## src/common/qs_settings.svh

```systemverilog
`ifndef QS_SETTINGS_SVH
`define QS_SETTINGS_SVH

// Width of a stored word
`define QS_W 32

// Entries per bank, also the longest frame
`define QS_N 16

// Number of banks in the store
`define QS_BANKS_N 2

`endif

```

## src/common/qs_pkg.sv

```systemverilog
`include "qs_settings.svh"

package qs_pkg;

  localparam int ADDR_W = $clog2(`QS_N);
  localparam int BANK_ID_W = (`QS_BANKS_N > 1) ? $clog2(`QS_BANKS_N) : 1;

  typedef logic [`QS_W-1:0] w_t;
  typedef logic [ADDR_W-1:0] addr_t;
  typedef logic [BANK_ID_W-1:0] bank_id_t;
  // One extra bit so a full bank can be counted
  typedef logic [ADDR_W:0] bank_cnt_t;

  // Life cycle of a bank
  typedef enum logic [2:0] {
    BANK_IDLE,
    BANK_ENQ,
    BANK_READY,
    BANK_SORTING,
    BANK_SORTED,
    BANK_DEQ
  } bank_status_t;

  // Round-robin step over the banks
  function automatic bank_id_t next_bank(bank_id_t id);
    if (id == bank_id_t'(`QS_BANKS_N - 1)) begin
      return '0;
    end
    return id + 1'b1;
  endfunction

endpackage

```

## src/rtl/banks/qs_banks.sv

```systemverilog
`timescale 1ns/1ns
`include "qs_settings.svh"

module qs_banks (
  input  logic                 clk,
  input  logic                 rst,
  // Enqueue client
  input  qs_pkg::bank_id_t     enq_idx,
  input  logic                 enq_in_vld,
  input  qs_pkg::bank_status_t enq_in_status,
  input  qs_pkg::bank_cnt_t    enq_in_cnt,
  output qs_pkg::bank_status_t enq_out_status,
  output qs_pkg::bank_cnt_t    enq_out_cnt,
  input  logic                 enq_wr_en,
  input  qs_pkg::addr_t        enq_wr_addr,
  input  qs_pkg::w_t           enq_wr_data,
  // Sort client
  input  qs_pkg::bank_id_t     srt_idx,
  input  logic                 srt_in_vld,
  input  qs_pkg::bank_status_t srt_in_status,
  input  qs_pkg::bank_cnt_t    srt_in_cnt,
  output qs_pkg::bank_status_t srt_out_status,
  output qs_pkg::bank_cnt_t    srt_out_cnt,
  input  logic                 srt_en,
  input  logic                 srt_wen,
  input  qs_pkg::addr_t        srt_addr,
  input  qs_pkg::w_t           srt_wdata,
  output logic                 srt_rdata_vld,
  output qs_pkg::w_t           srt_rdata,
  // Dequeue client
  input  qs_pkg::bank_id_t     deq_idx,
  input  logic                 deq_in_vld,
  input  qs_pkg::bank_status_t deq_in_status,
  input  qs_pkg::bank_cnt_t    deq_in_cnt,
  output qs_pkg::bank_status_t deq_out_status,
  output qs_pkg::bank_cnt_t    deq_out_cnt,
  input  logic                 deq_rd_en,
  input  qs_pkg::addr_t        deq_rd_addr,
  output logic                 deq_rd_data_vld,
  output qs_pkg::w_t           deq_rd_data
);

  import qs_pkg::*;

  localparam int NB = `QS_BANKS_N;

  // Per-bank status and word count
  bank_status_t status_q [NB];
  bank_cnt_t    cnt_q [NB];

  // One-hot status update requests
  logic [NB-1:0] st_enq_sel;
  logic [NB-1:0] st_srt_sel;
  logic [NB-1:0] st_deq_sel;

  // One-hot memory requests
  logic [NB-1:0] mem_enq_sel;
  logic [NB-1:0] mem_srt_sel;
  logic [NB-1:0] mem_deq_sel;

  // RAM side of each bank
  logic [NB-1:0] ram_en;
  logic [NB-1:0] ram_wen;
  addr_t         ram_addr [NB];
  w_t            ram_din [NB];
  w_t            ram_dout [NB];

  // Read return paths, index 0 is sort and 1 is dequeue
  logic [1:0] rd_win;
  bank_id_t   rd_idx [2];
  logic [1:0] rd_q;
  bank_id_t   rd_bank_q [2];
  logic [1:0] rd_vld_q;
  w_t         rd_data_q [2];

  always_comb begin
    for (int b = 0; b < NB; b++) begin
      st_enq_sel[b] = enq_in_vld && (enq_idx == bank_id_t'(b));
      st_srt_sel[b] = srt_in_vld && (srt_idx == bank_id_t'(b));
      st_deq_sel[b] = deq_in_vld && (deq_idx == bank_id_t'(b));
      mem_enq_sel[b] = enq_wr_en && (enq_idx == bank_id_t'(b));
      mem_srt_sel[b] = srt_en && (srt_idx == bank_id_t'(b));
      mem_deq_sel[b] = deq_rd_en && (deq_idx == bank_id_t'(b));
    end
  end

  // Status updates, enqueue first then sort then dequeue
  always_ff @(posedge clk) begin
    for (int b = 0; b < NB; b++) begin
      if (rst) begin
        status_q[b] <= BANK_IDLE;
        cnt_q[b]    <= '0;
      end else if (st_enq_sel[b]) begin
        status_q[b] <= enq_in_status;
        cnt_q[b]    <= enq_in_cnt;
      end else if (st_srt_sel[b]) begin
        status_q[b] <= srt_in_status;
        cnt_q[b]    <= srt_in_cnt;
      end else if (st_deq_sel[b]) begin
        status_q[b] <= deq_in_status;
        cnt_q[b]    <= deq_in_cnt;
      end
    end
  end

  // Each client watches the bank under its own pointer
  assign enq_out_status = status_q[enq_idx];
  assign enq_out_cnt    = cnt_q[enq_idx];
  assign srt_out_status = status_q[srt_idx];
  assign srt_out_cnt    = cnt_q[srt_idx];
  assign deq_out_status = status_q[deq_idx];
  assign deq_out_cnt    = cnt_q[deq_idx];

  // Memory port mux, same priority order as status
  always_comb begin
    for (int b = 0; b < NB; b++) begin
      ram_en[b]   = 1'b1;
      ram_wen[b]  = 1'b0;
      ram_addr[b] = '0;
      ram_din[b]  = '0;
      if (mem_enq_sel[b]) begin
        ram_wen[b]  = 1'b1;
        ram_addr[b] = enq_wr_addr;
        ram_din[b]  = enq_wr_data;
      end else if (mem_srt_sel[b]) begin
        ram_wen[b]  = srt_wen;
        ram_addr[b] = srt_addr;
        ram_din[b]  = srt_wdata;
      end else if (mem_deq_sel[b]) begin
        ram_addr[b] = deq_rd_addr;
      end else begin
        ram_en[b] = 1'b0;
      end
    end
  end

  // A read only counts if it won its bank
  assign rd_win[0] = srt_en && !srt_wen && !mem_enq_sel[srt_idx];
  assign rd_win[1] = deq_rd_en && !mem_enq_sel[deq_idx] && !mem_srt_sel[deq_idx];
  assign rd_idx[0] = srt_idx;
  assign rd_idx[1] = deq_idx;

  always_ff @(posedge clk) begin
    if (rst) begin
      rd_q     <= '0;
      rd_vld_q <= '0;
    end else begin
      rd_q     <= rd_win;
      rd_vld_q <= rd_q;
    end
  end

  // Remember the source bank, then register its RAM output
  always_ff @(posedge clk) begin
    for (int c = 0; c < 2; c++) begin
      if (rd_win[c]) begin
        rd_bank_q[c] <= rd_idx[c];
      end
      if (rd_q[c]) begin
        rd_data_q[c] <= ram_dout[rd_bank_q[c]];
      end
    end
  end

  assign srt_rdata_vld   = rd_vld_q[0];
  assign srt_rdata       = rd_data_q[0];
  assign deq_rd_data_vld = rd_vld_q[1];
  assign deq_rd_data     = rd_data_q[1];

  for (genvar g = 0; g < NB; g++) begin : g_bank
    spsram #(
      .W (`QS_W),
      .N (`QS_N)
    ) u_ram (
      .clk  (clk),
      .en   (ram_en[g]),
      .wen  (ram_wen[g]),
      .addr (ram_addr[g]),
      .din  (ram_din[g]),
      .dout (ram_dout[g])
    );
  end

endmodule

```

## src/rtl/banks/spsram.sv

```systemverilog
`timescale 1ns/1ns

module spsram #(
  parameter int W = 32,
  parameter int N = 16
) (
  input  logic                 clk,
  input  logic                 en,
  input  logic                 wen,
  input  logic [$clog2(N)-1:0] addr,
  input  logic [W-1:0]         din,
  output logic [W-1:0]         dout
);

  logic [W-1:0] mem [N];

  // One port, read data appears the cycle after the request
  always_ff @(posedge clk) begin
    if (en) begin
      if (wen) begin
        mem[addr] <= din;
      end else begin
        dout <= mem[addr];
      end
    end
  end

endmodule

```

## src/rtl/qs_deq.sv

```systemverilog
`timescale 1ns/1ns

module qs_deq (
  input  logic                 clk,
  input  logic                 rst,
  output qs_pkg::bank_id_t     bank_idx,
  output logic                 bank_in_vld,
  output qs_pkg::bank_status_t bank_in_status,
  output qs_pkg::bank_cnt_t    bank_in_cnt,
  input  qs_pkg::bank_status_t bank_out_status,
  input  qs_pkg::bank_cnt_t    bank_out_cnt,
  output logic                 rd_en,
  output qs_pkg::addr_t        rd_addr,
  input  logic                 rd_data_vld,
  input  qs_pkg::w_t           rd_data,
  output logic                 out_vld,
  output qs_pkg::w_t           out_data,
  output logic                 out_last
);

  import qs_pkg::*;

  typedef enum logic [1:0] {
    S_WAIT,
    S_READ,
    S_DONE
  } state_t;

  state_t     state;
  bank_cnt_t  ptr;
  logic       final_rd;
  // Tag travels beside the read, two stages to match the data
  logic       rd_last;
  logic [1:0] last_pipe;

  assign final_rd = ((ptr + 1'b1) == bank_out_cnt);

  always_ff @(posedge clk) begin
    if (rst) begin
      state       <= S_WAIT;
      bank_idx    <= '0;
      bank_in_vld <= 1'b0;
      rd_en       <= 1'b0;
      rd_last     <= 1'b0;
      last_pipe   <= '0;
    end else begin
      bank_in_vld <= 1'b0;
      rd_en       <= 1'b0;
      rd_last     <= 1'b0;
      last_pipe   <= {last_pipe[0], rd_last};
      case (state)
        S_WAIT: begin
          if (bank_out_status == BANK_SORTED) begin
            bank_in_vld    <= 1'b1;
            bank_in_status <= BANK_DEQ;
            bank_in_cnt    <= bank_out_cnt;
            ptr            <= '0;
            state          <= S_READ;
          end
        end
        S_READ: begin
          // One read per cycle in address order
          rd_en   <= 1'b1;
          rd_addr <= addr_t'(ptr);
          ptr     <= ptr + 1'b1;
          if (final_rd) begin
            rd_last        <= 1'b1;
            bank_in_vld    <= 1'b1;
            bank_in_status <= BANK_IDLE;
            bank_in_cnt    <= '0;
            state          <= S_DONE;
          end
        end
        S_DONE: begin
          bank_idx <= next_bank(bank_idx);
          state    <= S_WAIT;
        end
        default: state <= S_WAIT;
      endcase
    end
  end

  // Returned words go straight out
  assign out_vld  = rd_data_vld;
  assign out_data = rd_data;
  // Tag pipe lines up with the last returned word
  assign out_last = last_pipe[1];

endmodule

```

## src/rtl/qs_enq.sv

```systemverilog
`timescale 1ns/1ns
`include "qs_settings.svh"

module qs_enq (
  input  logic                 clk,
  input  logic                 rst,
  input  logic                 in_vld,
  input  qs_pkg::w_t           in_data,
  input  logic                 in_last,
  output logic                 in_busy,
  output qs_pkg::bank_id_t     bank_idx,
  output logic                 bank_in_vld,
  output qs_pkg::bank_status_t bank_in_status,
  output qs_pkg::bank_cnt_t    bank_in_cnt,
  input  qs_pkg::bank_status_t bank_out_status,
  output logic                 wr_en,
  output qs_pkg::addr_t        wr_addr,
  output qs_pkg::w_t           wr_data
);

  import qs_pkg::*;

  typedef enum logic [1:0] {
    S_WAIT,
    S_FILL,
    S_DONE
  } state_t;

  state_t    state;
  bank_cnt_t cnt;
  logic      accept;
  logic      close;

  // Only take words once a bank is ours
  assign in_busy = (state != S_FILL);
  assign accept  = in_vld && !in_busy;

  // Frame ends on the flag or when the bank fills up
  assign close = in_last || (cnt == bank_cnt_t'(`QS_N - 1));

  always_ff @(posedge clk) begin
    if (rst) begin
      state       <= S_WAIT;
      bank_idx    <= '0;
      bank_in_vld <= 1'b0;
      wr_en       <= 1'b0;
      cnt         <= '0;
    end else begin
      bank_in_vld <= 1'b0;
      wr_en       <= 1'b0;
      case (state)
        S_WAIT: begin
          // Claim the bank as soon as it is free
          if (bank_out_status == BANK_IDLE) begin
            bank_in_vld    <= 1'b1;
            bank_in_status <= BANK_ENQ;
            bank_in_cnt    <= '0;
            cnt            <= '0;
            state          <= S_FILL;
          end
        end
        S_FILL: begin
          if (accept) begin
            wr_en   <= 1'b1;
            wr_addr <= addr_t'(cnt);
            wr_data <= in_data;
            cnt     <= cnt + 1'b1;
            if (close) begin
              // Hand the filled bank to the sorter
              bank_in_vld    <= 1'b1;
              bank_in_status <= BANK_READY;
              bank_in_cnt    <= cnt + 1'b1;
              state          <= S_DONE;
            end
          end
        end
        S_DONE: begin
          // Last write and READY update go out this cycle
          bank_idx <= next_bank(bank_idx);
          state    <= S_WAIT;
        end
        default: state <= S_WAIT;
      endcase
    end
  end

endmodule

```

## src/rtl/qs_sort.sv

```systemverilog
`timescale 1ns/1ns

module qs_sort (
  input  logic                 clk,
  input  logic                 rst,
  output qs_pkg::bank_id_t     bank_idx,
  output logic                 bank_in_vld,
  output qs_pkg::bank_status_t bank_in_status,
  output qs_pkg::bank_cnt_t    bank_in_cnt,
  input  qs_pkg::bank_status_t bank_out_status,
  input  qs_pkg::bank_cnt_t    bank_out_cnt,
  output logic                 en,
  output logic                 wen,
  output qs_pkg::addr_t        addr,
  output qs_pkg::w_t           wdata,
  input  logic                 rdata_vld,
  input  qs_pkg::w_t           rdata
);

  import qs_pkg::*;

  typedef enum logic [2:0] {
    S_IDLE,
    S_RD2,
    S_GETA,
    S_GETB,
    S_SWAP,
    S_ADV,
    S_DONE
  } state_t;

  state_t state;
  // Lower index of the pair under compare
  addr_t  i;
  // Held copy of entry i
  w_t     a;
  logic   swapped;
  logic   pass_end;

  // Pair (i, i+1) is the last one of the pass
  assign pass_end = (({1'b0, i} + 2'd2) == bank_out_cnt);

  always_ff @(posedge clk) begin
    if (rst) begin
      state       <= S_IDLE;
      bank_idx    <= '0;
      bank_in_vld <= 1'b0;
      en          <= 1'b0;
      swapped     <= 1'b0;
    end else begin
      bank_in_vld <= 1'b0;
      en          <= 1'b0;
      case (state)
        S_IDLE: begin
          if (bank_out_status == BANK_READY) begin
            bank_in_vld <= 1'b1;
            bank_in_cnt <= bank_out_cnt;
            swapped     <= 1'b0;
            if (bank_out_cnt < bank_cnt_t'(2)) begin
              // Nothing to order
              bank_in_status <= BANK_SORTED;
              state          <= S_DONE;
            end else begin
              bank_in_status <= BANK_SORTING;
              i     <= '0;
              en    <= 1'b1;
              wen   <= 1'b0;
              addr  <= '0;
              state <= S_RD2;
            end
          end
        end
        S_RD2: begin
          // Second read right behind the first
          en    <= 1'b1;
          wen   <= 1'b0;
          addr  <= i + 1'b1;
          state <= S_GETA;
        end
        S_GETA: begin
          if (rdata_vld) begin
            a     <= rdata;
            state <= S_GETB;
          end
        end
        S_GETB: begin
          if (rdata_vld) begin
            if (a > rdata) begin
              // Out of order, smaller word goes to i first
              en      <= 1'b1;
              wen     <= 1'b1;
              addr    <= i;
              wdata   <= rdata;
              swapped <= 1'b1;
              state   <= S_SWAP;
            end else begin
              state <= S_ADV;
            end
          end
        end
        S_SWAP: begin
          en    <= 1'b1;
          wen   <= 1'b1;
          addr  <= i + 1'b1;
          wdata <= a;
          state <= S_ADV;
        end
        S_ADV: begin
          if (pass_end && !swapped) begin
            // Clean pass so the bank is in order
            bank_in_vld    <= 1'b1;
            bank_in_status <= BANK_SORTED;
            bank_in_cnt    <= bank_out_cnt;
            state          <= S_DONE;
          end else begin
            // Next pair, or restart at 0 for another pass
            en    <= 1'b1;
            wen   <= 1'b0;
            state <= S_RD2;
            if (pass_end) begin
              i       <= '0;
              addr    <= '0;
              swapped <= 1'b0;
            end else begin
              i    <= i + 1'b1;
              addr <= i + 1'b1;
            end
          end
        end
        S_DONE: begin
          bank_idx <= next_bank(bank_idx);
          state    <= S_IDLE;
        end
        default: state <= S_IDLE;
      endcase
    end
  end

endmodule

```

## src/rtl/qs_top.sv

```systemverilog
`timescale 1ns/1ns

module qs_top (
  input  logic       clk,
  input  logic       rst,
  input  logic       in_vld,
  input  qs_pkg::w_t in_data,
  input  logic       in_last,
  output logic       in_busy,
  output logic       out_vld,
  output qs_pkg::w_t out_data,
  output logic       out_last
);

  import qs_pkg::*;

  // Enqueue side
  bank_id_t     enq_idx;
  logic         enq_in_vld;
  bank_status_t enq_in_status;
  bank_cnt_t    enq_in_cnt;
  bank_status_t enq_out_status;
  logic         enq_wr_en;
  addr_t        enq_wr_addr;
  w_t           enq_wr_data;

  // Sort side
  bank_id_t     srt_idx;
  logic         srt_in_vld;
  bank_status_t srt_in_status;
  bank_cnt_t    srt_in_cnt;
  bank_status_t srt_out_status;
  bank_cnt_t    srt_out_cnt;
  logic         srt_en;
  logic         srt_wen;
  addr_t        srt_addr;
  w_t           srt_wdata;
  logic         srt_rdata_vld;
  w_t           srt_rdata;

  // Dequeue side
  bank_id_t     deq_idx;
  logic         deq_in_vld;
  bank_status_t deq_in_status;
  bank_cnt_t    deq_in_cnt;
  bank_status_t deq_out_status;
  bank_cnt_t    deq_out_cnt;
  logic         deq_rd_en;
  addr_t        deq_rd_addr;
  logic         deq_rd_data_vld;
  w_t           deq_rd_data;

  qs_enq u_enq (
    .clk             (clk),
    .rst             (rst),
    .in_vld          (in_vld),
    .in_data         (in_data),
    .in_last         (in_last),
    .in_busy         (in_busy),
    .bank_idx        (enq_idx),
    .bank_in_vld     (enq_in_vld),
    .bank_in_status  (enq_in_status),
    .bank_in_cnt     (enq_in_cnt),
    .bank_out_status (enq_out_status),
    .wr_en           (enq_wr_en),
    .wr_addr         (enq_wr_addr),
    .wr_data         (enq_wr_data)
  );

  qs_sort u_sort (
    .clk             (clk),
    .rst             (rst),
    .bank_idx        (srt_idx),
    .bank_in_vld     (srt_in_vld),
    .bank_in_status  (srt_in_status),
    .bank_in_cnt     (srt_in_cnt),
    .bank_out_status (srt_out_status),
    .bank_out_cnt    (srt_out_cnt),
    .en              (srt_en),
    .wen             (srt_wen),
    .addr            (srt_addr),
    .wdata           (srt_wdata),
    .rdata_vld       (srt_rdata_vld),
    .rdata           (srt_rdata)
  );

  qs_deq u_deq (
    .clk             (clk),
    .rst             (rst),
    .bank_idx        (deq_idx),
    .bank_in_vld     (deq_in_vld),
    .bank_in_status  (deq_in_status),
    .bank_in_cnt     (deq_in_cnt),
    .bank_out_status (deq_out_status),
    .bank_out_cnt    (deq_out_cnt),
    .rd_en           (deq_rd_en),
    .rd_addr         (deq_rd_addr),
    .rd_data_vld     (deq_rd_data_vld),
    .rd_data         (deq_rd_data),
    .out_vld         (out_vld),
    .out_data        (out_data),
    .out_last        (out_last)
  );

  // Enqueue never needs its bank count back
  qs_banks u_banks (
    .clk             (clk),
    .rst             (rst),
    .enq_idx         (enq_idx),
    .enq_in_vld      (enq_in_vld),
    .enq_in_status   (enq_in_status),
    .enq_in_cnt      (enq_in_cnt),
    .enq_out_status  (enq_out_status),
    .enq_out_cnt     (),
    .enq_wr_en       (enq_wr_en),
    .enq_wr_addr     (enq_wr_addr),
    .enq_wr_data     (enq_wr_data),
    .srt_idx         (srt_idx),
    .srt_in_vld      (srt_in_vld),
    .srt_in_status   (srt_in_status),
    .srt_in_cnt      (srt_in_cnt),
    .srt_out_status  (srt_out_status),
    .srt_out_cnt     (srt_out_cnt),
    .srt_en          (srt_en),
    .srt_wen         (srt_wen),
    .srt_addr        (srt_addr),
    .srt_wdata       (srt_wdata),
    .srt_rdata_vld   (srt_rdata_vld),
    .srt_rdata       (srt_rdata),
    .deq_idx         (deq_idx),
    .deq_in_vld      (deq_in_vld),
    .deq_in_status   (deq_in_status),
    .deq_in_cnt      (deq_in_cnt),
    .deq_out_status  (deq_out_status),
    .deq_out_cnt     (deq_out_cnt),
    .deq_rd_en       (deq_rd_en),
    .deq_rd_addr     (deq_rd_addr),
    .deq_rd_data_vld (deq_rd_data_vld),
    .deq_rd_data     (deq_rd_data)
  );

endmodule

```

## config.mk

```make
export PLATFORM = sky130hd
export DESIGN_NAME = qs_top
export DESIGN_NICKNAME = d
export VERILOG_FILES = /design/src/common/qs_pkg.sv /design/src/rtl/banks/qs_banks.sv /design/src/rtl/banks/spsram.sv /design/src/rtl/qs_deq.sv /design/src/rtl/qs_enq.sv /design/src/rtl/qs_sort.sv /design/src/rtl/qs_top.sv
export VERILOG_INCLUDE_DIRS = /design/src /design/src/common
export SDC_FILE = /design/constraint.sdc
export NUM_CORES = 1
export LEC_CHECK = 0
export BUFFER_PORTS_ARGS = -buffer_cell sky130_fd_sc_hd__buf_4
export CORE_MARGIN = 3
export CORE_UTILIZATION = 40
export CTS_BUF_LIST = sky130_fd_sc_hd__clkbuf_2 sky130_fd_sc_hd__clkbuf_4 sky130_fd_sc_hd__clkbuf_8
export DETAILED_ROUTE_END_ITERATION = 6
export PLACE_DENSITY_LB_ADDON = 0.12
export SETUP_SLACK_MARGIN = 0.4
export SLEW_MARGIN = 0
export SYNTH_ARGS = -nofsm -noshare
export SYNTH_HDL_FRONTEND = slang
export SYNTH_SLANG_ARGS = --single-unit
```

## constraint.sdc

```tcl
create_clock -name clk -period 6.7 [get_ports clk]
set_input_delay 0.335 -clock clk [delete_from_list [all_inputs] [get_ports clk]]
set_output_delay 0.335 -clock clk [all_outputs]
set_load 0.01 [all_outputs]
```

## Yosys cells after proc, flatten, opt, wreduce, memory -nomap -nowiden

Memories as Yosys holds them, arrays and structs flattened. A register that Yosys moved wholly into a read port is not among the register bits.
Index checks and enable logic that the tools add are counted.

- Reductions and logical operators: 57
- Muxes and demuxes: 187
- $lt $le $gt $ge: 6
- Add/subtract/negate cells: 7
- Bitwise logic cells: 22
- Equality and inequality tests: 29

Operator list:

| operator | count |
|---|---|
| two-way mux 32 bit | 12 |
| two-way mux 1 bit | 104 |
| two-way mux 5 bit | 15 |
| one-hot mux 32 bit (2 select lines) | 1 |
| two-way mux 3 bit | 19 |
| one-hot mux 5 bit (2 select lines) | 5 |
| two-way mux 4 bit | 12 |
| > comparator 32 bit | 1 |
| != test 2 x 1 -> 1 bit (second input constant) | 12 |
| logical AND 1 bit | 18 |
| one-hot mux 3 bit (2 select lines) | 3 |
| one-hot mux 3 bit (6 select lines) | 1 |
| AND reduction 3 bit | 6 |
| one-hot mux 4 bit (4 select lines) | 1 |
| AND reduction 7 bit | 2 |
| equality test 3 bit (second input constant) | 4 |
| OR 1 bit | 12 |
| AND reduction 4 bit | 3 |
| adder 5 x 1 -> 5 bit (second input constant) | 2 |
| equality test 5 bit | 2 |
| two-way mux 2 bit | 5 |
| AND reduction 5 bit | 2 |
| equality test 3 x 2 -> 1 bit (second input constant) | 3 |
| NOT 1 bit | 8 |
| other kinds (29) | 55 |

- Input bits: 36
- Memory bits (writable): 1106
- Word-level logic and storage cells: 347
- Flip-flop bits (word level): 171
- Memories kept: 6
- Output and inout port bits: 35

Memories:

| memory | words | width | rd ports | clocked after memory_dff | write ports | line | RTL |
|---|---|---|---|---|---|---|---|
| u_banks.g_bank[0].u_ram.mem | 16 | 32 | 1 | 1 | 1 | spsram.sv:15 | `logic [W-1:0] mem [N];` |
| u_banks.g_bank[1].u_ram.mem | 16 | 32 | 1 | 1 | 1 | spsram.sv:15 |  |
| u_banks.rd_data_q | 2 | 32 | 2 | 0 | 2 | qs_banks.sv:74 | `w_t rd_data_q [2];` |
| u_banks.cnt_q | 2 | 5 | 2 | 2 | 2 | qs_banks.sv:49 | `bank_cnt_t cnt_q [NB];` |
| u_banks.status_q | 2 | 3 | 3 | 3 | 2 | qs_banks.sv:48 | `bank_status_t status_q [NB];` |
| u_banks.rd_bank_q | 2 | 1 | 2 | 0 | 2 | qs_banks.sv:72 | `bank_id_t rd_bank_q [2];` |

## Depth between registers and ports, before layout

Gate-level depths: netlist of the first run.

- Word-level depth: 9
- Mapped depth: 12
- Depth with buffers taken out: 8

## Hierarchy

Synthesis of the first run repeated with hierarchy kept, for this count alone.

- Cell total of the unflattened synthesis: 2690
- Area total of the unflattened synthesis: 53014.6 µm²

By module, submodules not included:

| module | area each (µm²) | instances | cells an instance |
|---|---|---|---|
| spsram (u_banks.g_bank[0].u_ram) | 20216.9 | 1 | 844 |
| spsram (u_banks.g_bank[1].u_ram) | 20215.6 | 1 | 844 |
| qs_banks | 5163.7 | 1 | 417 |
| qs_sort | 4381.7 | 1 | 376 |
| qs_enq | 1848.0 | 1 | 105 |
| qs_deq | 1188.6 | 1 | 104 |

## Worst setup path after synthesis of the first run

OpenSTA, ideal clock, no wires.

- Path kind: register to register
- Start point: register u_enq.state[1]
- End point: register u_enq.wr_addr[0], enable pin
- Cell stages (with the launch flop): 4
- Period minus slack after synthesis: 3.886 ns
- Path slack: 2.814 ns
- Arrival time: 3.402 ns
- Buffers on the path: 1
- Path through: dfxtp_1 > nand2b_1 > clkbuf_1 > nor3b_1

- Cells in the longest elaborated chain, start to end: 4
- Elaborated cells between the ends (all ways): 5
- Those cells by class: eq/ne: 2; reduce/logical: 3

RTL lines:

| item | line | RTL |
|---|---|---|
| from (decl) | qs_enq.sv:29 | `state_t state;` |
| from (signal assigned) | qs_enq.sv:43 | `state <= S_WAIT;` |
| from (signal assigned) | qs_enq.sv:59 | `state <= S_FILL;` |
| from (signal assigned) | qs_enq.sv:73 | `state <= S_DONE;` |
| != test 2 x 1 -> 1 bit | qs_enq.sv:35 | `assign in_busy = (state != S_FILL);` |
| named net in_busy | qs_top.sv:9 | `output logic in_busy,` |
| logical NOT 1 bit | qs_enq.sv:36 | `assign accept = in_vld && !in_busy;` |
| logical AND 1 bit | qs_enq.sv:36 |  |
| AND reduction 3 bit (no line) | - |  |
| to (signal assigned) | qs_enq.sv:65 | `wr_addr <= addr_t'(cnt);` |
| to (decl) | qs_enq.sv:17 | `output qs_pkg::addr_t wr_addr,` |

The timed path passes the listed nets, and every way through them passes these cells.
A chain may end at the register's enable or synchronous reset.

## Worst setup path after layout of the first run

- Start point: register u_enq.bank_idx
- End point: memory u_banks.g_bank[0].u_ram.mem[2][7], enable pin

- Cells in the longest elaborated chain, start to end: 6
- Elaborated cells between the ends (all ways): 8
- Those cells by class: mux: 6; bitwise: 1; reduce/logical: 1

RTL lines:

| item | line | RTL |
|---|---|---|
| from (decl) | qs_enq.sv:11 | `output qs_pkg::bank_id_t bank_idx,` |
| from (signal assigned) | qs_enq.sv:79 | `bank_idx <= next_bank(bank_idx);` |
| NOT 1 bit (*) | qs_banks.sv:81 | `mem_enq_sel[b] = enq_wr_en && (enq_idx == bank_id_t'(b));` |
| logical AND 1 bit (*) | qs_banks.sv:81 |  |
| two-way mux 1 bit | qs_banks.sv:121 | `if (mem_enq_sel[b]) begin` |
| two-way mux 1 bit | spsram.sv:20 | `if (wen) begin` |
| two-way mux 1 bit | spsram.sv:19 | `if (en) begin` |
| two-way mux 1 bit (implied by the code) | spsram.sv:21 | `mem[addr] <= din;` |
| to (decl) | spsram.sv:15 |  |

Mark *: on every way between the ends. The rest lies on a longest branch, timed or not.

==> flow_summary_export.csv, run 1 <==
group,metric,value,unit
die,ioPinCount,71,
global_route,grt_pass1_vias,31615,
die,die_area,141000,um2
global_route,grt_max_degree,153,
timing,setup_tns,0,ns
synthesis,seq_area_frac_synth,0.732,
synthesis,synth_seq_cells,1340,
worst_setup_path,crit_start,"u_enq.bank_idx",
clock_network,cts_tree,"done",
clock_network,cts_setup_buffers,0,
hold_path,min_to,"u_enq.wr_data[29]",
synthesis,synth_top_area_share,0.721,
synthesis,synth.area.top_cells,"edfxtp_1, a211oi_1, mux2i_1",
clock_network,cts_resized,0,
die,fp.dieW,375,um
synthesis,syn_area,54500,um2
timing,finalSetupViolations,0,
worst_setup_path,end_kind,"flip-flop",
timing,skew,0.0476,ns
pwr,ir_drop,0.282,mV
hold_path,hp-class,"in -> reg",
worst_setup_path,cp_max_fo,76,
worst_setup_path,r2r_cells,7,
timing,fin_crit_sh,0.701,
route,wl,150,mm
clock_network,insertion_delay,0.93,ns
die,fp.dieH,375,um
finish,layout-drive-gt1-share,0.172,
timing,slew_violations,0,
clock_network,cts_hold_buffers,37,
clock_network,numClockSinks,1340,
global_route,grt_pass1_wl,219,mm
place,place_area,57100,um2
die,core-area,134000,um2
finish,syn_to_final_growth,13.0,%
clock_network,clk_pin_slew,0.06,ns
synthesis,synth_cell_types,72,
global_route,overflow,0,
route,via_per_inst,5.71,
outcome,status,"completed",
synthesis,synth_nets,3625,
place,io_buffers,70,
clock_network,cts_root_buffer,"clkbuf_8",
synthesis,syn_area_per_cell,15.3,um2
route,wl_per_cell,26.6,um
clock_network,numCtsBuffers,220,
clock_network,cts_buffer_depth,3,
finish,finalNetCount,3745,
synthesis,synth_most_common_cell,"edfxtp_1",
synthesis,synthFlopType,"edfxtp_1",
worst_setup_path,reg2reg_from,"u_enq.bank_idx",
finish,fin_area,61600,um2
global_route,antenna_found_initial,8,
hold_path,hp-start,"in_data[29]",
die,start_util,0.405,
route,vias,32103,
route,drt_iter0_drc,2992,
run,maxCapViolCount,0,
timing,finalCriticalPeriod,4.70,ns
worst_setup_path,r2r_slack,2.00,ns
worst_setup_path,cp.arrival,5.30,ns
worst_setup_path,crit_type,"reg -> reg",
place,dp_hpwl,86.8,mm
timing,tightest_slew,1.32,ns
timing,fmax,0.213,GHz
global_route,gr-usage-all-layers,0.210,
synthesis,async_flop_share,0,
timing,relSlewSlack,0.117,
pwr,leakage,0.0203,uW
worst_setup_path,crit_path_start_kind,"flip-flop",
worst_setup_path,cp.required,7.30,ns
route,drt_pre_antenna_iters,5,
synthesis,syn_inst,3552,
worst_setup_path,r2r-end,"u_banks.g_bank[0].u_ram.mem[2][7]",
synthesis,yosys_warnings,0,
route,drc,0,
synthesis,synth_edf_count,1308,
synthesis,ys_top_cells_by_count,"edfxtp_1, nand2_1, and3_1, a211oi_1, clkbuf_1",
synthesis,yosysTopAreaCell,"edfxtp_1",
route,ant_nets,0,
pwr,powerDensity,339,nW/um2
timing,finalHoldViolCount,0,
die,row_count,134,
place,gp_congestion,0.812,
hold_path,min_path_cells,2,
timing,rsz0062_at_grt,"false",
clock_network,htree_num_levels,4,
-- stage by stage --
step / hold slack (ns) / setup WS (ns) / cells / utilization / total power [uW]
after floorplan: 0.403 / 2.81 / 3552 / - / 12800
after global placement: 0.431 / 2.03 / 5181 / 0.424 / 14200
after detailed placement: 0.433 / 1.99 / 5181 / 0.424 / 14200
after CTS: 0.00427 / 1.94 / 5616 / 0.458 / 21100
after global routing: 0.0443 / 1.65 / 5618 / 0.458 / 21800
final: 0.128 / 2.00 / 5618 / 0.458 / 20900
-- critical path, stage by stage, from the launching register on --
cell and delay [ns]:
dfxtp_1 0.42, nor2b_4 0.42, buf_4 0.51, nand2b_4 0.54, nand2_4 0.81, nand3_1 0.50, nor2_4 0.75, buf_4 0.36
-- metal layers --
layer / GRT usage / vias to the layer above / routed length [um]
met2: 0.331 / 971 / 70200
li1: - / 14475 / -
met3: 0.0369 / 189 / 8200
met1: 0.301 / 16468 / 68100
met5: 0 / - / 0
met4: 0.0567 / 0 / 3120
-- worst max path at each step --
stage	cells past startpoint	endpoint	slack, ns
2_1_floorplan	3	u_enq.wr_addr[0]	2.81
3_3_place_gp	6	u_banks.g_bank[0].u_ram.mem[10][6]	2.03
3_5_place_dp	6	u_banks.g_bank[0].u_ram.mem[10][15]	1.99
4_1_cts	6	u_banks.g_bank[0].u_ram.mem[14][15]	1.94
5_1_grt	6	u_banks.g_bank[0].u_ram.mem[10][0]	1.65
6_report	7	u_banks.g_bank[0].u_ram.mem[2][7]	2.00
-- cell usage in the layout (no fill, tap or decap), types with 88 or more instances in the layout --
cell type	Yosys	routed
buf_4	13	131
edfxtp_1	1308	1308
o21ai_0	112	112
and3_1	202	198
clkbuf_4	0	88
clkbuf_8	0	224
mux2i_1	143	143
a211oi_1	194	194
a21oi_1	128	124
nand2_1	260	256
-- power breakdown --
| part | switching, uW | leakage (uW) | internal [uW] | total [uW] |
|---|---|---|---|---|
| Clock | 3250 | 0.00223 | 3620 | 6870 |
| Combinational | 2540 | 0.00621 | 1260 | 3800 |
| Sequential | 273 | 0.0118 | 9930 | 10200 |
| Total | 6070 | 0.0203 | 14800 | 20900 |
-- cells by family after synthesis --
family          count (synthesis)  share of synthesized area
fa+ha+maj                      37                    0.00849
simple gates                  660                     0.0598
mux                           210                     0.0401
buf+inv                       328                     0.0256
xor+xnor                       22                    0.00354
compound gates                955                      0.130
flops                        1340                      0.732
-- sequential cells by signal, indices dropped and copies added (netlist names), 5 cells and up, named ones only --
register	count
u_banks.cnt_q	10
u_banks.rd_data_q	64
u_deq.bank_in_cnt	5
u_banks.g_bank.u_ram.mem	1024
u_sort.a	32
u_sort.bank_in_cnt	5
u_banks.g_bank.u_ram.dout	64
u_sort.wdata	32
u_banks.status_q	6
u_enq.wr_data	32
u_enq.bank_in_cnt	5
u_deq.ptr	5
u_enq.cnt	5
-- cell type report --
cell class | instances | area (um2)
Fill cell | 11921 | 72800
Sequential cell | 1340 | 39900
Multi-Input combinational cell | 1884 | 13700
Clock buffer | 312 | 3740
Tap cell | 1768 | 2210
Timing Repair Buffer | 171 | 1410
Clock inverter | 86 | 444
Inverter | 55 | 206
Antenna cell | 2 | 5.00
Note: power is estimated with default switching activity, not from simulation.
==> run 2, diff against run 1 <==
==> constraint.sdc (replaced) <==
create_clock -name clk -period 3.9 [get_ports clk]
set_input_delay 0.195 -clock clk [delete_from_list [all_inputs] [get_ports clk]]
set_output_delay 0.195 -clock clk [all_outputs]
set_load 0.01 [all_outputs]
==> flow_summary_export.csv, run 2 (synthesis gave the netlist of run 1 again) <==
group,metric,value,unit
finish,fillerInstances,11756,
timing,relSlewSlack,0.0756,
place,gp_congestion,0.791,
timing,finalCriticalPeriod,3.30,ns
clock_network,insertion_delay,0.91,ns
die,start_util,0.405,
die,fp.dieH,375,um
die,fp.dieW,375,um
global_route,grt_util_met1,0.312,
clock_network,cts_buffer_depth,3,
route,drt_pre_antenna_iters,5,
worst_setup_path,cp_max_fo,15,
timing,fin_crit_sh,0.846,
worst_setup_path,crit_buf_inv,0,
timing,fmax,0.303,GHz
route,drc,0,
timing,finalHoldViolCount,0,
route,ant_nets,0,
route,drt_iter0_drc,2931,
finish,final_common_cell,"edfxtp_1",
timing,finalSetupViolations,0,
global_route,grt_pass1_wl,224,mm
timing,slew_violations,0,
worst_setup_path,cp.arrival,3.80,ns
place,dp_hpwl,91.4,mm
worst_setup_path,path_delay_family,"simple AND/OR/NAND/NOR gates",
finish,top_regs,"u_banks.g_bank.u_ram.mem (1024), u_banks.g_bank.u_ram.dout (64), u_banks.rd_data_q (64)",
worst_setup_path,critPathMaxStageDelay,1.09,ns
global_route,grt_most_used_layer,"met2",
place,io_buffers,70,
hold_path,hp-class,"in -> reg",
global_route,grt_pass1_vias,32468,
die,die_area,141000,um2
outcome,status,"completed",
clock_network,numClockSinks,1340,
finish,regArea,39900,um2
pwr,leakage,0.0210,uW
worst_setup_path,end_kind,"flip-flop",
finish,multiInputGateArea,13700,um2
finish,syn_to_final_growth,15.8,%
global_route,grt_max_degree,109,
worst_setup_path,cp.required,4.40,ns
timing,skew,0.0450,ns
pwr,finalPower,36700,uW
clock_network,clk_pin_slew,0.06,ns
clock_network,numCtsBuffers,220,
route,wl_per_cell,26.9,um
timing,setup_tns,0,ns
finish,largest-register,"u_banks.g_bank.u_ram.mem",
worst_setup_path,crit_path_start_kind,"flip-flop",
die,ioPinCount,71,
clock_network,cts_root_buffer,"clkbuf_8",
timing,rsz0062_at_grt,"true",
run,maxCapViolCount,0,
worst_setup_path,crit_slowest_cell,"nor2_2",
route,wl,154,mm
route,via_per_inst,5.72,
die,row_count,134,
global_route,overflow,0,
place,place_inst,5257,
global_route,gr-usage-all-layers,0.215,
die,core-area,134000,um2
global_route,antenna_found_initial,5,
clock_network,htree_num_levels,4,
clock_network,cts_tree,"done",
global_route,met3_usage,0.0380,
finish,fin_cells,5739,
worst_setup_path,crit_type,"reg -> reg",
global_route,grt_util_met2,0.338,
timing,tightest_slew,1.39,ns
pwr,powerDensity,582,nW/um2
pwr,ir_drop,0.343,mV
finish,largest_reg_flops,1024,
finish,final_cell_mix,"edfxtp_1, nand2_1, clkbuf_8",
route,vias,32818,
finish,layout-drive-gt1-share,0.188,
worst_setup_path,cp_cell_sequence,"and2_2 > a21oi_1 > nor2_1 > nand2_1 > nor2_2",
finish,finalNetCount,3860,
## run 2: cell type report
class | count | area share
tap | 1768 | 0.0351
inverter | 55 | 0.00327
timing repair buffer | 284 | 0.0433
sequential | 1340 | 0.633
clock buffer | 312 | 0.0595
antenna | 1 | 0.0000397
multi-input combinational | 1886 | 0.217
clock inverter | 93 | 0.00926
## run 2: repair_timing
item	4_1_cts	5_1_grt
setup endpoints to repair	0	98
resized for setup	0	2
hold endpoints to repair	80	0
hold buffers	70	0
setup buffers	0	4
## run 2: final timing paths
| check | start | end | slack (ns) | cells after the start |
|---|---|---|---|---|
| setup / recovery | u_enq.bank_idx | u_banks.g_bank[1].u_ram.mem[8][27] | 0.60 | 5 |
| hold / removal | in_last | u_enq.bank_in_vld | 0.28 | 4 |
| setup reg to reg | u_enq.bank_idx | u_banks.g_bank[1].u_ram.mem[8][27] | 0.60 | 5 |
| hold reg to reg | u_deq.last_pipe[0] | u_deq.last_pipe[1] | 0.44 | 1 |
## run 2: power breakdown
| part | total [uW] | switching, uW | internal, uW |
|---|---|---|---|
| logic | 7010 | 4510 | 2500 |
| clock network | 12200 | 5660 | 6530 |
| registers | 17500 | 474 | 17000 |
| total | 36700 | 10600 | 26100 |
## run 2: worst reg2reg max path: stages (launching register included)
cell	delay (ns)
dfxtp_1	0.54
and2_2	0.54
a21oi_1	0.18
nor2_1	0.29
nand2_1	0.26
nor2_2	1.09
## run 2: metal layers
layer,vias to the layer above,routed length (um)
met2,1003,71300
met1,16879,71000
met5,-,0
met4,0,2750
li1,14724,-
met3,212,9060
## run 2: stage by stage
| step | setup slack [ns] | area [um2] | hold WS, ns | util |
|---|---|---|---|---|
| 5_1_grt | 0.343 | 63100 | 0.288 | 0.469 |
| 4_1_cts | 0.559 | 63000 | 0.174 | 0.469 |
| 6_report | 0.602 | 63100 | 0.281 | 0.469 |
| 3_5_place_dp | 0.557 | 58000 | 0.375 | 0.431 |
| 3_3_place_gp | 0.614 | 58000 | 0.375 | 0.431 |
| 2_1_floorplan | 0.291 | 54500 | 0.294 | - |
